`src/verilog/n64_proto_pkg.sv`:
```
package n64_proto_pkg;

    // command bytes sent by the host, MSB first
    localparam logic [7:0] cmd_get_buttons = 8'h01; // poll buttons and stick
    localparam logic [7:0] cmd_reset       = 8'hFF; // reset controller, answers with status

    // a write is the command byte plus one stop bit
    localparam int write_cells = 9;

    // bit cell timing in microseconds
    // scaled by clks_per_us in each module
    localparam int cell_us     = 4; // full cell, falling edge to falling edge
    localparam int zero_low_us = 3; // a 0 is long low, short high
    localparam int one_low_us  = 1; // a 1 is short low, long high

    // reader samples the line this long after each falling edge
    // halfway between the low time of a 1 and of a 0
    localparam int sample_us = 2;

    // no falling edge for this long ends the reply with an error
    // also covers a controller that never answers
    localparam int reply_timeout_us = 64;

endpackage

```
`src/verilog/n64_report_pkg.sv`:
```
package n64_report_pkg;

    // reply lengths in bits, per command
    localparam int button_reply_bits = 32; // get buttons, 4 bytes
    localparam int status_reply_bits = 24; // reset, 3 bytes

    // get buttons reply as it arrives on the wire, first bit at the top
    typedef struct packed {
        logic a;
        logic b;
        logic z;
        logic start;
        logic d_up;
        logic d_down;
        logic d_left;
        logic d_right;
        logic rsvd_reset;          // set by the pad when L+R+start held
        logic rsvd;
        logic l;
        logic r;
        logic c_up;
        logic c_down;
        logic c_left;
        logic c_right;
        logic signed [7:0] stick_x; // two's complement, right is positive
        logic signed [7:0] stick_y; // up is positive
    } button_view_t;

    // status reply, left aligned so the low byte is not part of the reply
    typedef struct packed {
        logic [15:0] device_id; // 0500h for a standard pad
        logic [7:0]  status;    // pak present, crc error bits
        logic [7:0]  unused;
    } status_view_t;

    // one reply word, read either way depending on the command sent
    typedef union packed {
        button_view_t button;
        status_view_t status;
    } reply_word_t;

endpackage

```
`src/verilog/n64_poll_timer.sv`:
```
`timescale 1ns/1ps

module n64_poll_timer #(
    parameter int poll_cycles = 4000 // poll period in clocks
) (
    input  logic clk,
    input  logic send_reset,
    input  logic polling_enable,
    input  logic controller_reset,
    output logic poll_start,
    output logic poll_reset
);

    localparam int cnt_w = (poll_cycles > 2) ? $clog2(poll_cycles) : 1;

    logic [cnt_w-1:0] period_cnt;   // position within the poll period
    logic             period_end;
    logic             ctrl_reset_q; // last value of controller_reset
    logic             reset_rise;
    logic             reset_pending; // sticky until the next poll goes out

    assign period_end = (period_cnt == cnt_w'(poll_cycles - 1));

    // shared start for all ports, never while polling is off
    assign poll_start = polling_enable & period_end;

    assign reset_rise = controller_reset & ~ctrl_reset_q;

    // the next poll carries a reset command when one is pending
    assign poll_reset = reset_pending;

    // period counter, held at zero while disabled so the first poll
    // comes one full period after enable
    always_ff @(posedge clk) begin
        if (send_reset) begin
            period_cnt <= '0;
        end else if (!polling_enable || period_end) begin
            period_cnt <= '0;
        end else begin
            period_cnt <= period_cnt + 1'b1;
        end
    end

    // edge detect on the reset request
    always_ff @(posedge clk) begin
        if (send_reset) begin
            ctrl_reset_q  <= 1'b0;
            reset_pending <= 1'b0;
        end else begin
            ctrl_reset_q <= controller_reset;
            if (reset_rise) begin
                reset_pending <= 1'b1; // new request wins over a poll in the same cycle
            end else if (poll_start) begin
                reset_pending <= 1'b0; // consumed by this poll
            end
        end
    end

endmodule

```
`src/verilog/n64_line_writer.sv`:
```
`timescale 1ns/1ps

module n64_line_writer #(
    parameter int clks_per_us = 4
) (
    input  logic       clk,
    input  logic       send_reset,
    input  logic       start,
    input  logic [7:0] command,
    output logic       line_low,
    output logic       busy,
    output logic       write_done
);

    localparam int cell_clks = n64_proto_pkg::cell_us * clks_per_us;
    localparam int zero_clks = n64_proto_pkg::zero_low_us * clks_per_us;
    localparam int one_clks  = n64_proto_pkg::one_low_us * clks_per_us;
    localparam int cnt_w     = $clog2(cell_clks);

    logic [cnt_w-1:0] cell_cnt; // clock within the current cell
    logic [3:0]       bit_idx;  // which cell, 0..8
    logic [8:0]       shift_q;  // command then stop bit, top bit is on the wire
    logic             cell_end;
    logic             low_time;

    assign cell_end = (cell_cnt == cnt_w'(cell_clks - 1));

    // long low for a 0, short low for a 1
    assign low_time = shift_q[8] ? (cell_cnt < cnt_w'(one_clks))
                                 : (cell_cnt < cnt_w'(zero_clks));

    assign line_low = busy & low_time; // released outside a write

    always_ff @(posedge clk) begin
        if (send_reset) begin
            busy       <= 1'b0;
            cell_cnt   <= '0;
            bit_idx    <= '0;
            write_done <= 1'b0;
        end else begin
            write_done <= 1'b0;
            if (start && !busy) begin
                busy     <= 1'b1;
                cell_cnt <= '0;
                bit_idx  <= '0;
            end else if (busy) begin
                if (cell_end) begin
                    cell_cnt <= '0;
                    bit_idx  <= bit_idx + 4'd1;
                    if (bit_idx == 4'(n64_proto_pkg::write_cells - 1)) begin
                        busy       <= 1'b0;
                        write_done <= 1'b1; // hands over to the reader
                    end
                end else begin
                    cell_cnt <= cell_cnt + 1'b1;
                end
            end
        end
    end

    // payload shift register, stop bit is a 1
    always_ff @(posedge clk) begin
        if (start && !busy) begin
            shift_q <= {command, 1'b1};
        end else if (busy && cell_end) begin
            shift_q <= {shift_q[7:0], 1'b0};
        end
    end

endmodule

```
`src/verilog/n64_line_reader.sv`:
```
`timescale 1ns/1ps

module n64_line_reader #(
    parameter int clks_per_us = 4
) (
    input  logic                      clk,
    input  logic                      send_reset,
    input  logic                      start,
    input  logic                      line_in,
    input  logic [5:0]                reply_bits, // expected length of this reply
    output logic                      done,
    output logic                      error,
    output logic                      busy,
    output n64_report_pkg::reply_word_t word
);

    localparam int sample_clks  = n64_proto_pkg::sample_us * clks_per_us;
    localparam int timeout_clks = n64_proto_pkg::reply_timeout_us * clks_per_us;
    localparam int samp_w       = (sample_clks > 2) ? $clog2(sample_clks) : 1;
    localparam int tmo_w        = $clog2(timeout_clks);

    logic [1:0]        sync_q;    // two flop synchronizer, line idles high
    logic              line_prev; // for the falling edge
    logic              fall;
    logic              armed;     // waiting to sample the current cell
    logic [samp_w-1:0] samp_cnt;
    logic [tmo_w-1:0]  idle_cnt;  // clocks since the last falling edge
    logic [5:0]        bit_cnt;   // bits received so far
    logic              sample_now;
    logic              timed_out;
    logic [31:0]       word_q;

    assign fall       = line_prev & ~sync_q[1];
    assign sample_now = busy & armed & ~fall & (samp_cnt == samp_w'(sample_clks - 1));
    assign timed_out  = busy & ~fall & (idle_cnt == tmo_w'(timeout_clks - 1));
    assign word       = word_q;

    always_ff @(posedge clk) begin
        if (send_reset) begin
            sync_q    <= 2'b11;
            line_prev <= 1'b1;
            busy      <= 1'b0;
            armed     <= 1'b0;
            samp_cnt  <= '0;
            idle_cnt  <= '0;
            bit_cnt   <= '0;
            done      <= 1'b0;
            error     <= 1'b0;
        end else begin
            sync_q    <= {sync_q[0], line_in};
            line_prev <= sync_q[1];
            done      <= 1'b0;
            error     <= 1'b0;
            if (start && !busy) begin
                busy     <= 1'b1;
                armed    <= 1'b0;
                idle_cnt <= '0;
                bit_cnt  <= '0;
            end else if (busy) begin
                if (fall) begin        // new cell, start the sample timer
                    armed    <= 1'b1;
                    samp_cnt <= '0;
                    idle_cnt <= '0;
                end else if (timed_out) begin
                    busy  <= 1'b0;     // pad missing or reply cut short
                    armed <= 1'b0;
                    done  <= 1'b1;
                    error <= 1'b1;
                end else begin
                    idle_cnt <= idle_cnt + 1'b1;
                    if (armed) samp_cnt <= samp_cnt + 1'b1;
                    if (sample_now) begin
                        armed   <= 1'b0;
                        bit_cnt <= bit_cnt + 6'd1;
                        if (bit_cnt == reply_bits - 6'd1) begin
                            busy <= 1'b0; // stop bit that follows is ignored
                            done <= 1'b1;
                        end
                    end
                end
            end
        end
    end

    // bits land MSB first from the top, short replies stay left aligned
    always_ff @(posedge clk) begin
        if (start && !busy) begin
            word_q <= '0;
        end else if (sample_now) begin
            word_q[5'd31 - bit_cnt[4:0]] <= sync_q[1];
        end
    end

endmodule

```
`src/verilog/n64_port.sv`:
```
`timescale 1ns/1ps

module n64_port #(
    parameter int clks_per_us = 4
) (
    input  logic                        clk,
    input  logic                        send_reset,
    input  logic                        poll_start,
    input  logic                        poll_reset,
    input  logic                        line_in,
    output logic                        line_low,
    output logic                        reply_done,
    output logic                        reply_error,
    output logic                        reply_is_status,
    output n64_report_pkg::reply_word_t reply_word
);

    logic       write_busy;
    logic       write_done; // also starts the reader
    logic       read_busy;
    logic       port_busy;
    logic       poll_take;  // poll accepted by this port
    logic       cmd_is_reset;
    logic [7:0] command;
    logic [5:0] reply_bits;

    // write_done covers the one cycle between writer and reader
    assign port_busy = write_busy | write_done | read_busy;
    assign poll_take = poll_start & ~port_busy; // dropped while busy

    assign command = poll_reset ? n64_proto_pkg::cmd_reset : n64_proto_pkg::cmd_get_buttons;

    // reset answers with a status, everything else with buttons
    assign reply_bits = cmd_is_reset ? 6'(n64_report_pkg::status_reply_bits)
                                     : 6'(n64_report_pkg::button_reply_bits);

    assign reply_is_status = cmd_is_reset; // stable until the next accepted poll

    // remember which command went out, the reader needs its length
    always_ff @(posedge clk) begin
        if (send_reset) begin
            cmd_is_reset <= 1'b0;
        end else if (poll_take) begin
            cmd_is_reset <= poll_reset;
        end
    end

    // the only driver on the line, reader just listens
    n64_line_writer #(
        .clks_per_us(clks_per_us)
    ) writer_inst (
        .clk       (clk),
        .send_reset(send_reset),
        .start     (poll_take),
        .command   (command),
        .line_low  (line_low),
        .busy      (write_busy),
        .write_done(write_done)
    );

    n64_line_reader #(
        .clks_per_us(clks_per_us)
    ) reader_inst (
        .clk       (clk),
        .send_reset(send_reset),
        .start     (write_done),
        .line_in   (line_in),
        .reply_bits(reply_bits),
        .done      (reply_done),
        .error     (reply_error),
        .busy      (read_busy),
        .word      (reply_word)
    );

endmodule

```
`src/verilog/n64_report_collector.sv`:
```
`timescale 1ns/1ps

module n64_report_collector #(
    parameter int num_ports = 4
) (
    input  logic                        clk,
    input  logic                        send_reset,
    input  logic [num_ports-1:0]        reply_done,
    input  logic [num_ports-1:0]        reply_error,
    input  logic [num_ports-1:0]        reply_is_status,
    input  n64_report_pkg::reply_word_t reply_word [num_ports],
    output n64_report_pkg::reply_word_t button_data [num_ports],
    output n64_report_pkg::reply_word_t pad_status [num_ports],
    output logic [num_ports-1:0]        report_valid,
    output logic [num_ports-1:0]        report_error
);

    always_ff @(posedge clk) begin
        if (send_reset) begin
            report_valid <= '0;
            report_error <= '0;
            for (int i = 0; i < num_ports; i++) begin
                button_data[i] <= '0;
                pad_status[i]  <= '0;
            end
        end else begin
            // one pulse per finished reply, never both
            report_valid <= reply_done & ~reply_error;
            report_error <= reply_done & reply_error;
            for (int i = 0; i < num_ports; i++) begin
                if (reply_done[i] && !reply_error[i]) begin
                    if (reply_is_status[i]) begin
                        // only the 24 reply bits, low byte forced clear
                        pad_status[i].status.device_id <= reply_word[i].status.device_id;
                        pad_status[i].status.status    <= reply_word[i].status.status;
                        pad_status[i].status.unused    <= 8'h00;
                    end else begin
                        button_data[i] <= reply_word[i];
                    end
                end
                // a failed poll leaves the last good data in place
            end
        end
    end

endmodule

```
`src/verilog/n64_hub.sv`:
```
`timescale 1ns/1ps

module n64_hub #(
    parameter int num_ports   = 4,
    parameter int clks_per_us = 4,    // 100 on hardware
    parameter int poll_cycles = 4000  // 1 ms at 4 clocks per us
) (
    input  logic                        clk,
    input  logic                        send_reset,
    input  logic                        polling_enable,
    input  logic                        controller_reset,
    input  logic [num_ports-1:0]        line_in,
    output logic [num_ports-1:0]        line_low,
    output n64_report_pkg::reply_word_t button_data [num_ports],
    output n64_report_pkg::reply_word_t pad_status [num_ports],
    output logic [num_ports-1:0]        report_valid,
    output logic [num_ports-1:0]        report_error
);

    logic                        poll_start; // same pulse to every port
    logic                        poll_reset;
    logic [num_ports-1:0]        reply_done;
    logic [num_ports-1:0]        reply_error;
    logic [num_ports-1:0]        reply_is_status;
    n64_report_pkg::reply_word_t reply_word [num_ports];

    n64_poll_timer #(
        .poll_cycles(poll_cycles)
    ) poll_timer_inst (
        .clk             (clk),
        .send_reset      (send_reset),
        .polling_enable  (polling_enable),
        .controller_reset(controller_reset),
        .poll_start      (poll_start),
        .poll_reset      (poll_reset)
    );

    for (genvar i = 0; i < num_ports; i++) begin : gen_ports
        n64_port #(
            .clks_per_us(clks_per_us)
        ) port_inst (
            .clk            (clk),
            .send_reset     (send_reset),
            .poll_start     (poll_start),
            .poll_reset     (poll_reset),
            .line_in        (line_in[i]),
            .line_low       (line_low[i]),
            .reply_done     (reply_done[i]),
            .reply_error    (reply_error[i]),
            .reply_is_status(reply_is_status[i]),
            .reply_word     (reply_word[i])
        );
    end

    n64_report_collector #(
        .num_ports(num_ports)
    ) collector_inst (
        .clk            (clk),
        .send_reset     (send_reset),
        .reply_done     (reply_done),
        .reply_error    (reply_error),
        .reply_is_status(reply_is_status),
        .reply_word     (reply_word),
        .button_data    (button_data),
        .pad_status     (pad_status),
        .report_valid   (report_valid),
        .report_error   (report_error)
    );

endmodule

```
`config.mk`:
```
export PLATFORM = sky130hd
export DESIGN_NAME = n64_hub
export DESIGN_NICKNAME = d
export VERILOG_FILES = /design/src/verilog/n64_proto_pkg.sv /design/src/verilog/n64_report_pkg.sv /design/src/verilog/n64_poll_timer.sv /design/src/verilog/n64_line_writer.sv /design/src/verilog/n64_line_reader.sv /design/src/verilog/n64_port.sv /design/src/verilog/n64_report_collector.sv /design/src/verilog/n64_hub.sv
export SDC_FILE = /design/constraint.sdc
export NUM_CORES = 1
export LEC_CHECK = 0
export CAP_MARGIN = 20
export CORE_MARGIN = 5
export CORE_UTILIZATION = 45
export DETAILED_ROUTE_END_ITERATION = 8
export DONT_BUFFER_PORTS = 1
export PLACE_DENSITY = 0.64
export SKIP_LAST_GASP = 1
export SYNTH_ARGS = -nofsm -noshare
export SYNTH_HDL_FRONTEND = slang
export SYNTH_SLANG_ARGS = --single-unit
```
`constraint.sdc`:
```
create_clock -name clk -period 2.5 [get_ports clk]
set_input_delay 0.375 -clock clk [delete_from_list [all_inputs] [get_ports clk]]
set_output_delay 0.375 -clock clk [all_outputs]
set_load 0.1 [all_outputs]
```
==> results of run 1 <==
[routing by layer]
| metal | share of wire, % | GRT usage, % |
|---|---|---|
| met3 | 5.4 | 3.59 |
| met1 | 43 | 26.7 |
| met4 | 2.6 | 6.35 |
| met5 | 0 | 0 |
| met2 | 49 | 35.3 |
[power by group through the flow]
stage / logic [mW] / registers (mW) / clock network (mW)
floorplan: 0.398 / 9.05 / 0
global placement: 0.326 / 9.06 / 0
detailed placement: 0.329 / 9.06 / 0
CTS: 0.385 / 8.86 / 8.96
global route: 0.406 / 8.86 / 9.36
finish: 0.390 / 8.86 / 8.77
[placed cells by master (no fill, tap or decap), types with 11 or more instances in the layout]
| cell | instances |
|---|---|
| mux2i_1 | 41 |
| a21oi_1 | 330 |
| a21o_1 | 26 |
| and4_1 | 16 |
| nor2b_1 | 11 |
| clkbuf_16 | 58 |
| nand3b_1 | 15 |
| nor2_1 | 87 |
| buf_4 | 277 |
| dfxtp_1 | 518 |
| o211ai_1 | 53 |
| and3_1 | 14 |
| xor2_1 | 17 |
| dlygate4sd3_1 | 149 |
| or3_1 | 27 |
| nor4_1 | 18 |
| o31ai_1 | 65 |
| or2_2 | 21 |
| xnor2_1 | 13 |
| edfxtp_1 | 32 |
| nand4_1 | 43 |
| nand3_1 | 85 |
| nor3_1 | 35 |
| nand2_1 | 637 |
| inv_1 | 34 |
| o21ai_0 | 77 |
| conb_1 | 32 |
| ha_1 | 41 |
| nand2b_1 | 19 |
| clkinv_2 | 13 |
[final cells by class]
class / count / area, um2
Multi-Input combinational cell: 1839 / 9920
Tap cell: 664 / 831
Sequential cell: 550 / 11300
Inverter: 36 / 135
Clock inverter: 35 / 405
Clock buffer: 68 / 1540
Fill cell: 4256 / 21200
Timing Repair Buffer: 429 / 3630
[per-stage QoR]
step                instances  power, mW  cell area [um2]
global route             3621       18.6            27800
finish                   3621       18.0            27800
floorplan                2650       9.45            22400
global placement         3367       9.38            24300
CTS                      3620       18.2            27800
detailed placement       3367       9.39            24300
[logic make-up after synthesis]
logic type	count (synthesis)
AO/OA/AOI/OAI	622
AND/OR/NAND/NOR	1073
XOR/XNOR	30
flip-flops	550
adder cells (fa/ha/maj)	41
other	1
multiplexers	41
buffers and inverters	261
[worst paths after layout]
check	from	to	slack (ns)	cells after the start
worst max-delay path	gen_ports[1].port_inst.reader_inst.samp_cnt[1]	gen_ports[1].port_inst.reader_inst.bit_cnt[2]	0.24	6
worst min-delay path	send_reset	gen_ports[1].port_inst.reader_inst.bit_cnt[4]	0.06	2
worst max register to register	gen_ports[1].port_inst.reader_inst.samp_cnt[1]	gen_ports[1].port_inst.reader_inst.bit_cnt[2]	0.24	6
worst min register to register	gen_ports[2].port_inst.reader_inst.sync_q[0]	gen_ports[2].port_inst.reader_inst.sync_q[1]	0.42	1
[registers in the layout (all words and copies together), names as in the netlist, 8 cells and up]
signal,cells
collector_inst.button_data,128
collector_inst.pad_status,96
gen_ports.port_inst.reader_inst.bit_cnt,24
gen_ports.port_inst.reader_inst.idle_cnt,32
gen_ports.port_inst.reader_inst.samp_cnt,12
gen_ports.port_inst.reader_inst.sync_q,8
gen_ports.port_inst.reader_inst.word,128
gen_ports.port_inst.writer_inst.bit_idx,16
gen_ports.port_inst.writer_inst.cell_cnt,16
gen_ports.port_inst.writer_inst.shift_q,36
poll_timer_inst.period_cnt,12
[critical path, stage by stage, from the launching register on]
cell,delay (ns)
dfxtp_1,0.38
ha_1,0.19
ha_1,0.37
nand2_2,0.19
or3_1,0.52
or3_1,0.39
a21oi_1,0.15
[repair_timing]
| action | in CTS | in global routing |
|---|---|---|
| endpoints found under the setup margin | 0 | 0 |
| gates resized for setup | 0 | 0 |
| hold buffers | 150 | 0 |
| hold endpoints to repair | 274 | 0 |
| buffers inserted | 0 | 0 |
==> out/summary.txt, run 1 <==
Post-synth EDFFs: 32
CTS tree: built
starting density of the core: 45.5%
Crit Path Category: flop to flop
GR Overflow Total: 0
post-route setup slack: 0.239 ns
1st-iter DRT viols: 1289
fraction of registers with async set/reset: 0%
DRT Pass-1 Iters: 8
arrival time worst endpoint: 2.78 ns
num rows: 81
Util after Layout: 56.8%
switching pwr: 3.90 mW
via/cell ratio: 5.41
skew final: 0.0213 ns
f_max: 442 MHz
clock-pin slew on the worst setup and hold paths: 0.06 ns
Max-Cap Viols: 0
RSZ-0062 raised after global routing: no
Synth Instances: 2619
largest family of logic cells by synthesized area: simple AND/OR/NAND/NOR gates
mean routed wirelength per cell: 16.3 um
final hold slack: 0.0650 ns
largest area contributor in the netlist: dfxtp_1
Layout Nets: 2960
top cells by count, synth: nand2_1, dfxtp_1, a21oi_1
Clock power frac: 48.6%
syn avg cell area: 8.51 um2
Switching Share: 21.7%
Post-Route WL: 58800 um
post-synthesis adder-cell area fraction: 2.30%
initial antenna violation count: 0
critical path required time: 3.01 ns
final setup violating endpoints: 0
first-pass GRT wire length: 94600 um
post-synthesis sequential area ratio: 50.9%
Final Cycle Share: 90.4%
Reg power frac: 49.2%
flops & latches, synth: 550
P per Cell Area: 648 nW/um2
post-layout min period: 2.26 ns
clk sinks: 550
Post-Synth Simple-Gate Area: 22.0%
Antenna diodes: 0
synthesized area: 22300 um2
Hold Fails Final Rpt: 0
Total Negative Setup Slacks: 0 ns
core area: 49000 um2
proportion of synthesized area in mux cells: 1.84%
synth warn: 0
post-synth cell types: 72
ys flop type: dfxtp_1
pre-CTS WS: 0.314 ns
vias in the first global route: 18739
clk root buf: clkbuf_16
die width: 232 um
total number of H-tree levels: 2
Max transition margin: 37.3%
Worst Setup Start Kind: flop
status: completed
vias post-DR: 19605
xor-xnor portion of the synthesized cell area: 1.18%
Crit Path Max Fanout: 10
most common cell in the netlist: nand2_1
Int Power: 14.1 mW
CTS Buf Count: 55
top-area cell type share of the netlist area: 46.6%
Max Slew Vio Count: 0
Routed Antenna Nets: 0
ranking of synthesized cells by area: dfxtp_1, nand2_1, a21oi_1, edfxtp_1, clkbuf_1
largest net degree at the start of global routing: 157
Total GRT Usage: 20.6%
Compound-Gate Fraction of Synth Area: 16.6%
Worst Setup End Kind: flop
die area: 54000 um2
IO Pins: 276
Die Y-Extent: 232 um
Clock Path Buffers: 3
DRC: 0
Comb power frac: 2.2%
layout cell share with drive strength beyond 1: 14.0%
Hold Crit Class: primary input to flop
Final Wtd Congestion: 0.828
post-DP HPWL: 37900 um
clk_lat worst skew: 0.60 ns
Worst-Margin Slew: 0.939 ns
area delta synth->final: 24.7%
Port Buffers: 0
static leakage: 10.9 nW
worst vdd ir: 0.532 mV
No activity file was read; power rests on OpenSTA's default activity.
==> inputs of run 2 (changes only) <==
==> constraint.sdc (replaced) <==
create_clock -name clk -period 2.5 [get_ports clk]
set_input_delay 0.25 -clock clk [delete_from_list [all_inputs] [get_ports clk]]
set_output_delay 0.25 -clock clk [all_outputs]
set_load 0.1 [all_outputs]
==> run 2 against run 1 <==
Final cell count stayed put. Worst setup slack worse by 0.13 ns. Sequential power about the same. Clock power increased by 2.9%. Clock-buffer cell count grew 12. Design area rose by 0.32%. Worst hold slack lost 0.0037 ns. Critical endpoint is now gen_ports[3].port_inst.reader_inst.busy. Largest power group is now clock.
==> out/summary.txt, run 2 (synthesis results as in run 1) <==
status: completed (unchanged)
CTS Buf Count: 56 (was 55)
core area: 49000 um2 (unchanged)
skew final: 0.0248 ns (was 0.0213 ns)
mean routed wirelength per cell: 16.2 um (was 16.3 um)
Hold Crit Class: primary input to flop (unchanged)
Worst Setup End Kind: flop (unchanged)
worst vdd ir: 0.533 mV (was 0.532 mV)
clk_lat worst skew: 0.60 ns (about the same)
Routed Antenna Nets: 0 (unchanged)
num rows: 81 (unchanged)
Post-Route WL: 58600 um (was 58800 um)
Int Power: 14.4 mW (was 14.1 mW)
Reg power frac: 48.5% (was 49.2%)
pre-CTS WS: 0.313 ns (was 0.314 ns)
area delta synth->final: 25.1% (was 24.7%)
die width: 232 um (unchanged)
starting density of the core: 45.5% (unchanged)
layout cell share with drive strength beyond 1: 14.0% (about the same)
Crit Path Max Fanout: 8 (was 10)
Layout Nets: 2960 (unchanged)
Overall Power: 18.3 mW (was 18.0 mW)
DRT Pass-1 Iters: 6 (was 8)
first-pass GRT wire length: 95100 um (was 94600 um)
Max-Cap Viols: 0 (unchanged)
total number of H-tree levels: 2 (unchanged)
final setup violating endpoints: 0 (unchanged)
DRC: 0 (unchanged)
Largest stage delay, worst path: 0.57 ns (was 0.52 ns)
Clock Path Buffers: 3 (unchanged)
post-DP HPWL: 37900 um (about the same)
Final Wtd Congestion: 0.834 (was 0.828)
CP cell instances: ha_1 -> ha_1 -> and2_1 -> nand4_1 -> o41ai_2 -> a211oi_1 -> dlygate4sd3_1 (was ha_1 -> ha_1 -> nand2_2 -> or3_1 -> or3_1 -> a21oi_1)
vias post-DR: 19552 (was 19605)
most common cell after layout, fill and taps aside: nand2_1 (unchanged)
f_max: 419 MHz (was 442 MHz)
clk sinks: 550 (unchanged)
switching pwr: 3.91 mW (was 3.90 mW)
Die Y-Extent: 232 um (unchanged)
Clock power frac: 49.4% (was 48.6%)
Worst-Margin Slew: 0.957 ns (was 0.939 ns)
Crit Path Category: flop to flop (unchanged)
post-route setup slack: 0.113 ns (was 0.239 ns)
P per Cell Area: 656 nW/um2 (was 648 nW/um2)
Switching Share: 21.4% (was 21.7%)
post-layout min period: 2.39 ns (was 2.26 ns)
CTS tree: built (unchanged)
via/cell ratio: 5.40 (was 5.41)
1st-iter DRT viols: 1295 (was 1289)
CP delay by family, top: buffers and inverters (was simple AND/OR/NAND/NOR gates)
initial antenna violation count: 0 (unchanged)
Comb power frac: 2.1% (was 2.2%)
largest net degree at the start of global routing: 151 (was 157)
Worst Setup Start Kind: flop (unchanged)
Max transition margin: 36.1% (was 37.3%)
critical path required time: 2.99 ns (was 3.01 ns)
Max Slew Vio Count: 0 (unchanged)
vias in the first global route: 18721 (was 18739)
static leakage: 11.0 nW (was 10.9 nW)
GR Overflow Total: 0 (unchanged)
Final Cycle Share: 95.5% (was 90.4%)
die area: 54000 um2 (unchanged)
Hold Fails Final Rpt: 0 (unchanged)
most frequent cells in the layout: nand2_1, dfxtp_1, a21oi_1 (unchanged)
RSZ-0062 raised after global routing: yes (was no)
clock-pin slew on the worst setup and hold paths: 0.06 ns (about the same)
clk root buf: clkbuf_16 (unchanged)
Non-Filler Instances: 3621 (unchanged)
Antenna diodes: 0 (unchanged)
arrival time worst endpoint: 2.87 ns (was 2.78 ns)
IO Pins: 276 (unchanged)
Critical-path top delay cell: dlygate4sd3_1 (was or3_1)
Total GRT Usage: 20.6% (about the same)
most used cell, CP: ha_1
WP buf/inv: 1 (was 0)
Port Buffers: 0 (unchanged)
placed insts: 3365 (was 3367)
## run 2: area by class of cell
cell class | count | area [um2]
sequential | 550 | 11300
fill | 4285 | 21100
inverter | 36 | 135
tap | 664 | 831
timing repair buffer | 428 | 3640
clock buffer | 80 | 1660
clock inverter | 24 | 352
multi-input combinational | 1839 | 9920
## run 2: layer usage
metal  track usage [%]  routed length, um
met1              26.7              25300
met2              36.2              29000
met3              3.62               3370
met4              4.67               1020
met5                 0                  0
## run 2: path summary, 6_finish.rpt
kind | start | to | slack, ns | cells after the start
setup / recovery | gen_ports[3].port_inst.reader_inst.samp_cnt[0] | gen_ports[3].port_inst.reader_inst.busy | 0.11 | 7
hold / removal | polling_enable | gen_ports[3].port_inst.writer_inst.shift_q[0] | 0.06 | 4
setup reg to reg | gen_ports[3].port_inst.reader_inst.samp_cnt[0] | gen_ports[3].port_inst.reader_inst.busy | 0.11 | 7
hold reg to reg | gen_ports[1].port_inst.reader_inst.sync_q[0] | gen_ports[1].port_inst.reader_inst.sync_q[1] | 0.41 | 1
## run 2: worst reg2reg max path, stage by stage (launching register included)
cell	delay, ns
dfxtp_1	0.38
ha_1	0.17
ha_1	0.18
and2_1	0.27
nand4_1	0.17
o41ai_2	0.42
a211oi_1	0.13
dlygate4sd3_1	0.57
## run 2: power groups by stage
stage / Sequential [mW] / Clock (mW) / Combinational [mW]
6_report: 8.87 / 9.02 / 0.388
4_1_cts: 8.86 / 9.20 / 0.386
2_1_floorplan: 9.05 / 0 / 0.398
3_3_place_gp: 9.06 / 0 / 0.326
3_5_place_dp: 9.06 / 0 / 0.330
5_1_grt: 8.86 / 9.58 / 0.407
## run 2: stage by stage
step	hold WS [ns]	cell area, um2	TNS (ns)	utilization, %
after detailed placement	0.353	24300	0	49.7
after global placement	0.348	24300	0	49.6
after global routing	0.0435	27900	-0.0310	56.9
final	0.0613	27900	0	56.9
after CTS	0.0157	27900	0	56.9
after floorplan	0.354	22400	0	-
## run 2: timing repair
action	4_1_cts	5_1_grt
endpoints found under the setup margin	0	2
resized for setup	0	2
hold endpoints to repair	295	0
hold buffers	152	0
setup buffers	0	0
==> inputs of run 3 (changes only) <==
SYNTH_HIERARCHICAL = 1   (was not set)
clock period = 2.2 ns   (was 2.5 ns; I/O delays follow)
==> run 3 against run 2 <==
Synthesized cell count up 3.2%. Worst hold slack improved by 0.011 ns. First-iteration DRC count decreased by 11%. Area after synthesis rose by 11%. Via count rose by 2.8%. Clock-buffer cell count increased by 8. Sequential cell count is the same. Critical path type unchanged. Largest power group is now sequential cells.
==> out/summary.txt, run 3 <==
Die Y-Extent: 244 um (was 232 um)
grt met1 use: 24.3% (was 26.7%)
gr busiest metal: met2 (unchanged)
initial antenna violation count: 0 (unchanged)
P per Cell Area: 632 nW/um2 (was 656 nW/um2)
CTS tree: built (unchanged)
Crit Path Max Fanout: 2 (was 8)
GR Overflow Total: 0 (unchanged)
CTS Buf Count: 59 (was 56)
post-synth cell types: 55 (was 72)
f_max: 473 MHz (was 419 MHz)
layout cell share with drive strength beyond 1: 14.5% (was 14.0%)
Total GRT Usage: 19.6% (was 20.6%)
fraction of registers with async set/reset: 0% (unchanged)
clk sinks: 550 (unchanged)
Antenna diodes: 0 (unchanged)
register area: 11300 um2 (about the same)
total number of H-tree levels: 2 (unchanged)
Layout Nets: 3280 (was 2960)
Worst Setup Start Kind: flop (unchanged)
CP cell instances: buf_4 -> nand2b_1 -> dlygate4sd3_1 -> mux2i_1 -> dlygate4sd3_1 (was ha_1 -> ha_1 -> and2_1 -> nand4_1 -> o41ai_2 -> a211oi_1 -> dlygate4sd3_1)
mean routed wirelength per cell: 15.3 um (was 16.2 um)
r2r setup slk: 0.09 ns (was 0.11 ns)
Worst-Margin Slew: 0.677 ns (was 0.957 ns)
top-area cell type share of the netlist area: 42.0% (was 46.6%)
met2 usage: 35.3% (was 36.2%)
RSZ-0062 raised after global routing: no (was yes)
Routed Antenna Nets: 0 (unchanged)
DRT Pass-1 Iters: 5 (was 6)
Total Negative Setup Slacks: 0 ns (unchanged)
Worst Setup End Kind: flop (unchanged)
switching pwr: 4.45 mW (was 3.91 mW)
final setup violating endpoints: 0 (unchanged)
post-synthesis sequential area ratio: 45.9% (was 50.9%)
Post-Route WL: 60700 um (was 58600 um)
clock-pin slew on the worst setup and hold paths: 0.06 ns (about the same)
Synth Instances: 2703 (was 2619)
hold path endpoint: gen_ports[1].port_inst/writer_inst/bit_idx[3] (was gen_ports[3].port_inst.writer_inst.shift_q[0])
core area: 54100 um2 (was 49000 um2)
placed insts: 3550 (was 3365)
Port Buffers: 0 (unchanged)
skew final: 0.0215 ns (was 0.0248 ns)
first-pass GRT wire length: 99600 um (was 95100 um)
status: completed (unchanged)
post-route setup slack: 0.0851 ns (was 0.113 ns)
most used cell, CP: dlygate4sd3_1 (was ha_1)
synthesized area: 24700 um2 (was 22300 um2)
flops & latches, synth: 550 (unchanged)
multi-input logic area: 12400 um2 (was 9920 um2)
largest net degree at the start of global routing: 240 (was 151)
RR Endpoint: collector_inst/button_data[122] (was gen_ports[3].port_inst.reader_inst.busy)
1st-iter DRT viols: 1158 (was 1295)
Hold Crit Class: primary input to flop (unchanged)
Hold Fails Final Rpt: 0 (unchanged)
pre-CTS WS: -0.0363 ns (was 0.313 ns)
IO Pins: 276 (unchanged)
reg2reg start: collector_inst/button_data[122] (was gen_ports[3].port_inst.reader_inst.samp_cnt[0])
worst vdd ir: 0.616 mV (was 0.533 mV)
Max transition margin: 54.8% (was 36.1%)
Reg power frac: 49.8% (was 48.5%)
Max Slew Vio Count: 0 (unchanged)
Critical-path top delay cell: dlygate4sd3_1 (unchanged)
critical path required time: 2.74 ns (was 2.99 ns)
num rows: 85 (was 81)
starting density of the core: 45.6% (was 45.5%)
Clock Path Buffers: 3 (unchanged)
die area: 59700 um2 (was 54000 um2)
Hold Path Cell Cnt: 2 (was 4)
Hold Path Origin: send_reset (was polling_enable)
static leakage: 12.2 nW (was 11.0 nW)
ranking of synthesized cells by area: dfxtp_1, mux2i_1, nand2b_1, edfxtp_1, nor2_1 (was dfxtp_1, nand2_1, a21oi_1, edfxtp_1, clkbuf_1)
ys flop type: dfxtp_1 (unchanged)
Int Power: 15.8 mW (was 14.4 mW)
Comb power frac: 3.0% (was 2.1%)
Final Cycle Share: 96.1% (was 95.5%)
R2R cell count: 5 (was 7)
die width: 244 um (was 232 um)
Switching Share: 22.0% (was 21.4%)
via/cell ratio: 5.07 (was 5.40)
vias in the first global route: 19852 (was 18721)
Max-Cap Viols: 0 (unchanged)
most frequent cells in the layout: dfxtp_1, nand2b_1, dlygate4sd3_1 (was nand2_1, dfxtp_1, a21oi_1)
area delta synth->final: 29.6% (was 25.1%)
clk_lat worst skew: 0.62 ns (was 0.60 ns)
arrival time worst endpoint: 2.66 ns (was 2.87 ns)
most common cell after layout, fill and taps aside: dfxtp_1 (was nand2_1)
Crit Path Category: flop to flop (unchanged)
DRC: 0 (unchanged)
clk root buf: clkbuf_16 (unchanged)
post-DP HPWL: 36700 um (was 37900 um)
synth warn: 6 (was 0)
largest area contributor in the netlist: dfxtp_1 (unchanged)
filler instances: 4508 (was 4285)
most common cell in the netlist: dfxtp_1 (was nand2_1)
top cells by count, synth: dfxtp_1, nand2b_1, mux2i_1 (was nand2_1, dfxtp_1, a21oi_1)
Post-synth EDFFs: 32 (unchanged)
syn avg cell area: 9.13 um2 (was 8.51 um2)
GRT met3 Usage: 3.05% (was 3.62%)
Non-Filler Instances: 3966 (was 3621)
Final Wtd Congestion: 0.793 (was 0.834)
post-layout min period: 2.11 ns (was 2.39 ns)
Largest stage delay, worst path: 0.59 ns (was 0.57 ns)
Clock power frac: 47.2% (was 49.4%)
vias post-DR: 20094 (was 19552)
-- run 3: changes by cell type in the layout (fill, tap and decap cells not counted), moves of 26 or more --
cell           change
conb_1            +52
xnor2_1           +32
o31ai_1           -59
mux2i_1          +199
nand3_1           -49
o211ai_1          -53
a21o_1            -26
a22o_1            +32
a21oi_1          -152
nand2b_1         +358
nand2_1          -423
nor2_1           +151
dlygate4sd3_1    +158
o21ai_0           +92
-- run 3: worst max-delay path by stage --
stage                                          startpoint                                       endpoint  slack, ns  cells after the start
after floorplan             poll_timer_inst/period_cnt[0]  gen_ports[0].port_inst/writer_inst/shift_q[1]       0.03                      6
after global placement      poll_timer_inst/period_cnt[0]  gen_ports[3].port_inst/writer_inst/shift_q[5]       0.03                      7
after detailed placement    poll_timer_inst/period_cnt[0]  gen_ports[3].port_inst/writer_inst/shift_q[3]      -0.04                      7
after CTS                   poll_timer_inst/period_cnt[0]  gen_ports[2].port_inst/writer_inst/shift_q[4]       0.03                      9
after global routing        poll_timer_inst/period_cnt[0]  gen_ports[2].port_inst/writer_inst/shift_q[1]      0.003                      9
final                     collector_inst/button_data[122]                collector_inst/button_data[122]       0.09                      5
-- run 3: final cells by class --
cell class | instances | area share (%)
clock buffers | 88 | 5.27
clock inverters | 16 | 0.532
inverters | 35 | 0.411
multi-input cells | 1972 | 38.7
flip-flops and latches | 550 | 35.4
well taps | 696 | 2.72
repair buffers | 609 | 16.9
-- run 3: critical path: cells and delay by family (launching register included) --
kind	cells	cell delay, ns
multiplexers	1	0.14
buffers and inverters	3	1.47
flip-flops	1	0.33
AND/OR/NAND/NOR	1	0.12
-- run 3: repair_timing --
item                       in CTS  in global routing
setup buffers                   1                  1
cloned                          0                  0
setup endpoints to repair      32                 75
gates resized for setup         3                  6
hold buffers                  310                  0
hold endpoints to repair      319                  0
pin swaps                       0                  1
-- run 3: kinds of logic after synthesis --
logic type | Yosys count | share of synthesized area (%)
simple gates | 1120 | 25.0
flops | 550 | 45.9
compound gates | 416 | 9.36
buf+inv | 256 | 5.24
mux | 240 | 9.73
xor+xnor | 67 | 2.38
fa+ha+maj | 45 | 2.28
other cells | 9 | 0.137
-- run 3: power groups by stage --
stage / logic (mW) / registers (mW) / clock network, mW
6_report: 0.610 / 10.1 / 9.55
5_1_grt: 0.650 / 10.1 / 10.3
4_1_cts: 0.602 / 10.1 / 9.80
3_5_place_dp: 0.519 / 10.3 / 0
3_3_place_gp: 0.515 / 10.3 / 0
2_1_floorplan: 0.597 / 10.3 / 0
-- run 3: metal layers --
layer  up-vias  part of all wire, %
met5         -                    0
met1      9619                   44
met4         0                  2.6
met3       100                  3.9
met2       338                   50
li1      10037                    -
-- run 3: through the flow --
step	cell area, um2	power, mW	hold WS [ns]	util, %
3_5_place_dp	27000	10.8	0.326	49.9
3_3_place_gp	27000	10.8	0.320	49.9
6_report	32000	20.2	0.0723	59.1
4_1_cts	32000	20.5	0.0139	59.1
2_1_floorplan	25000	10.9	0.287	-
5_1_grt	32000	21.0	0.0367	59.1
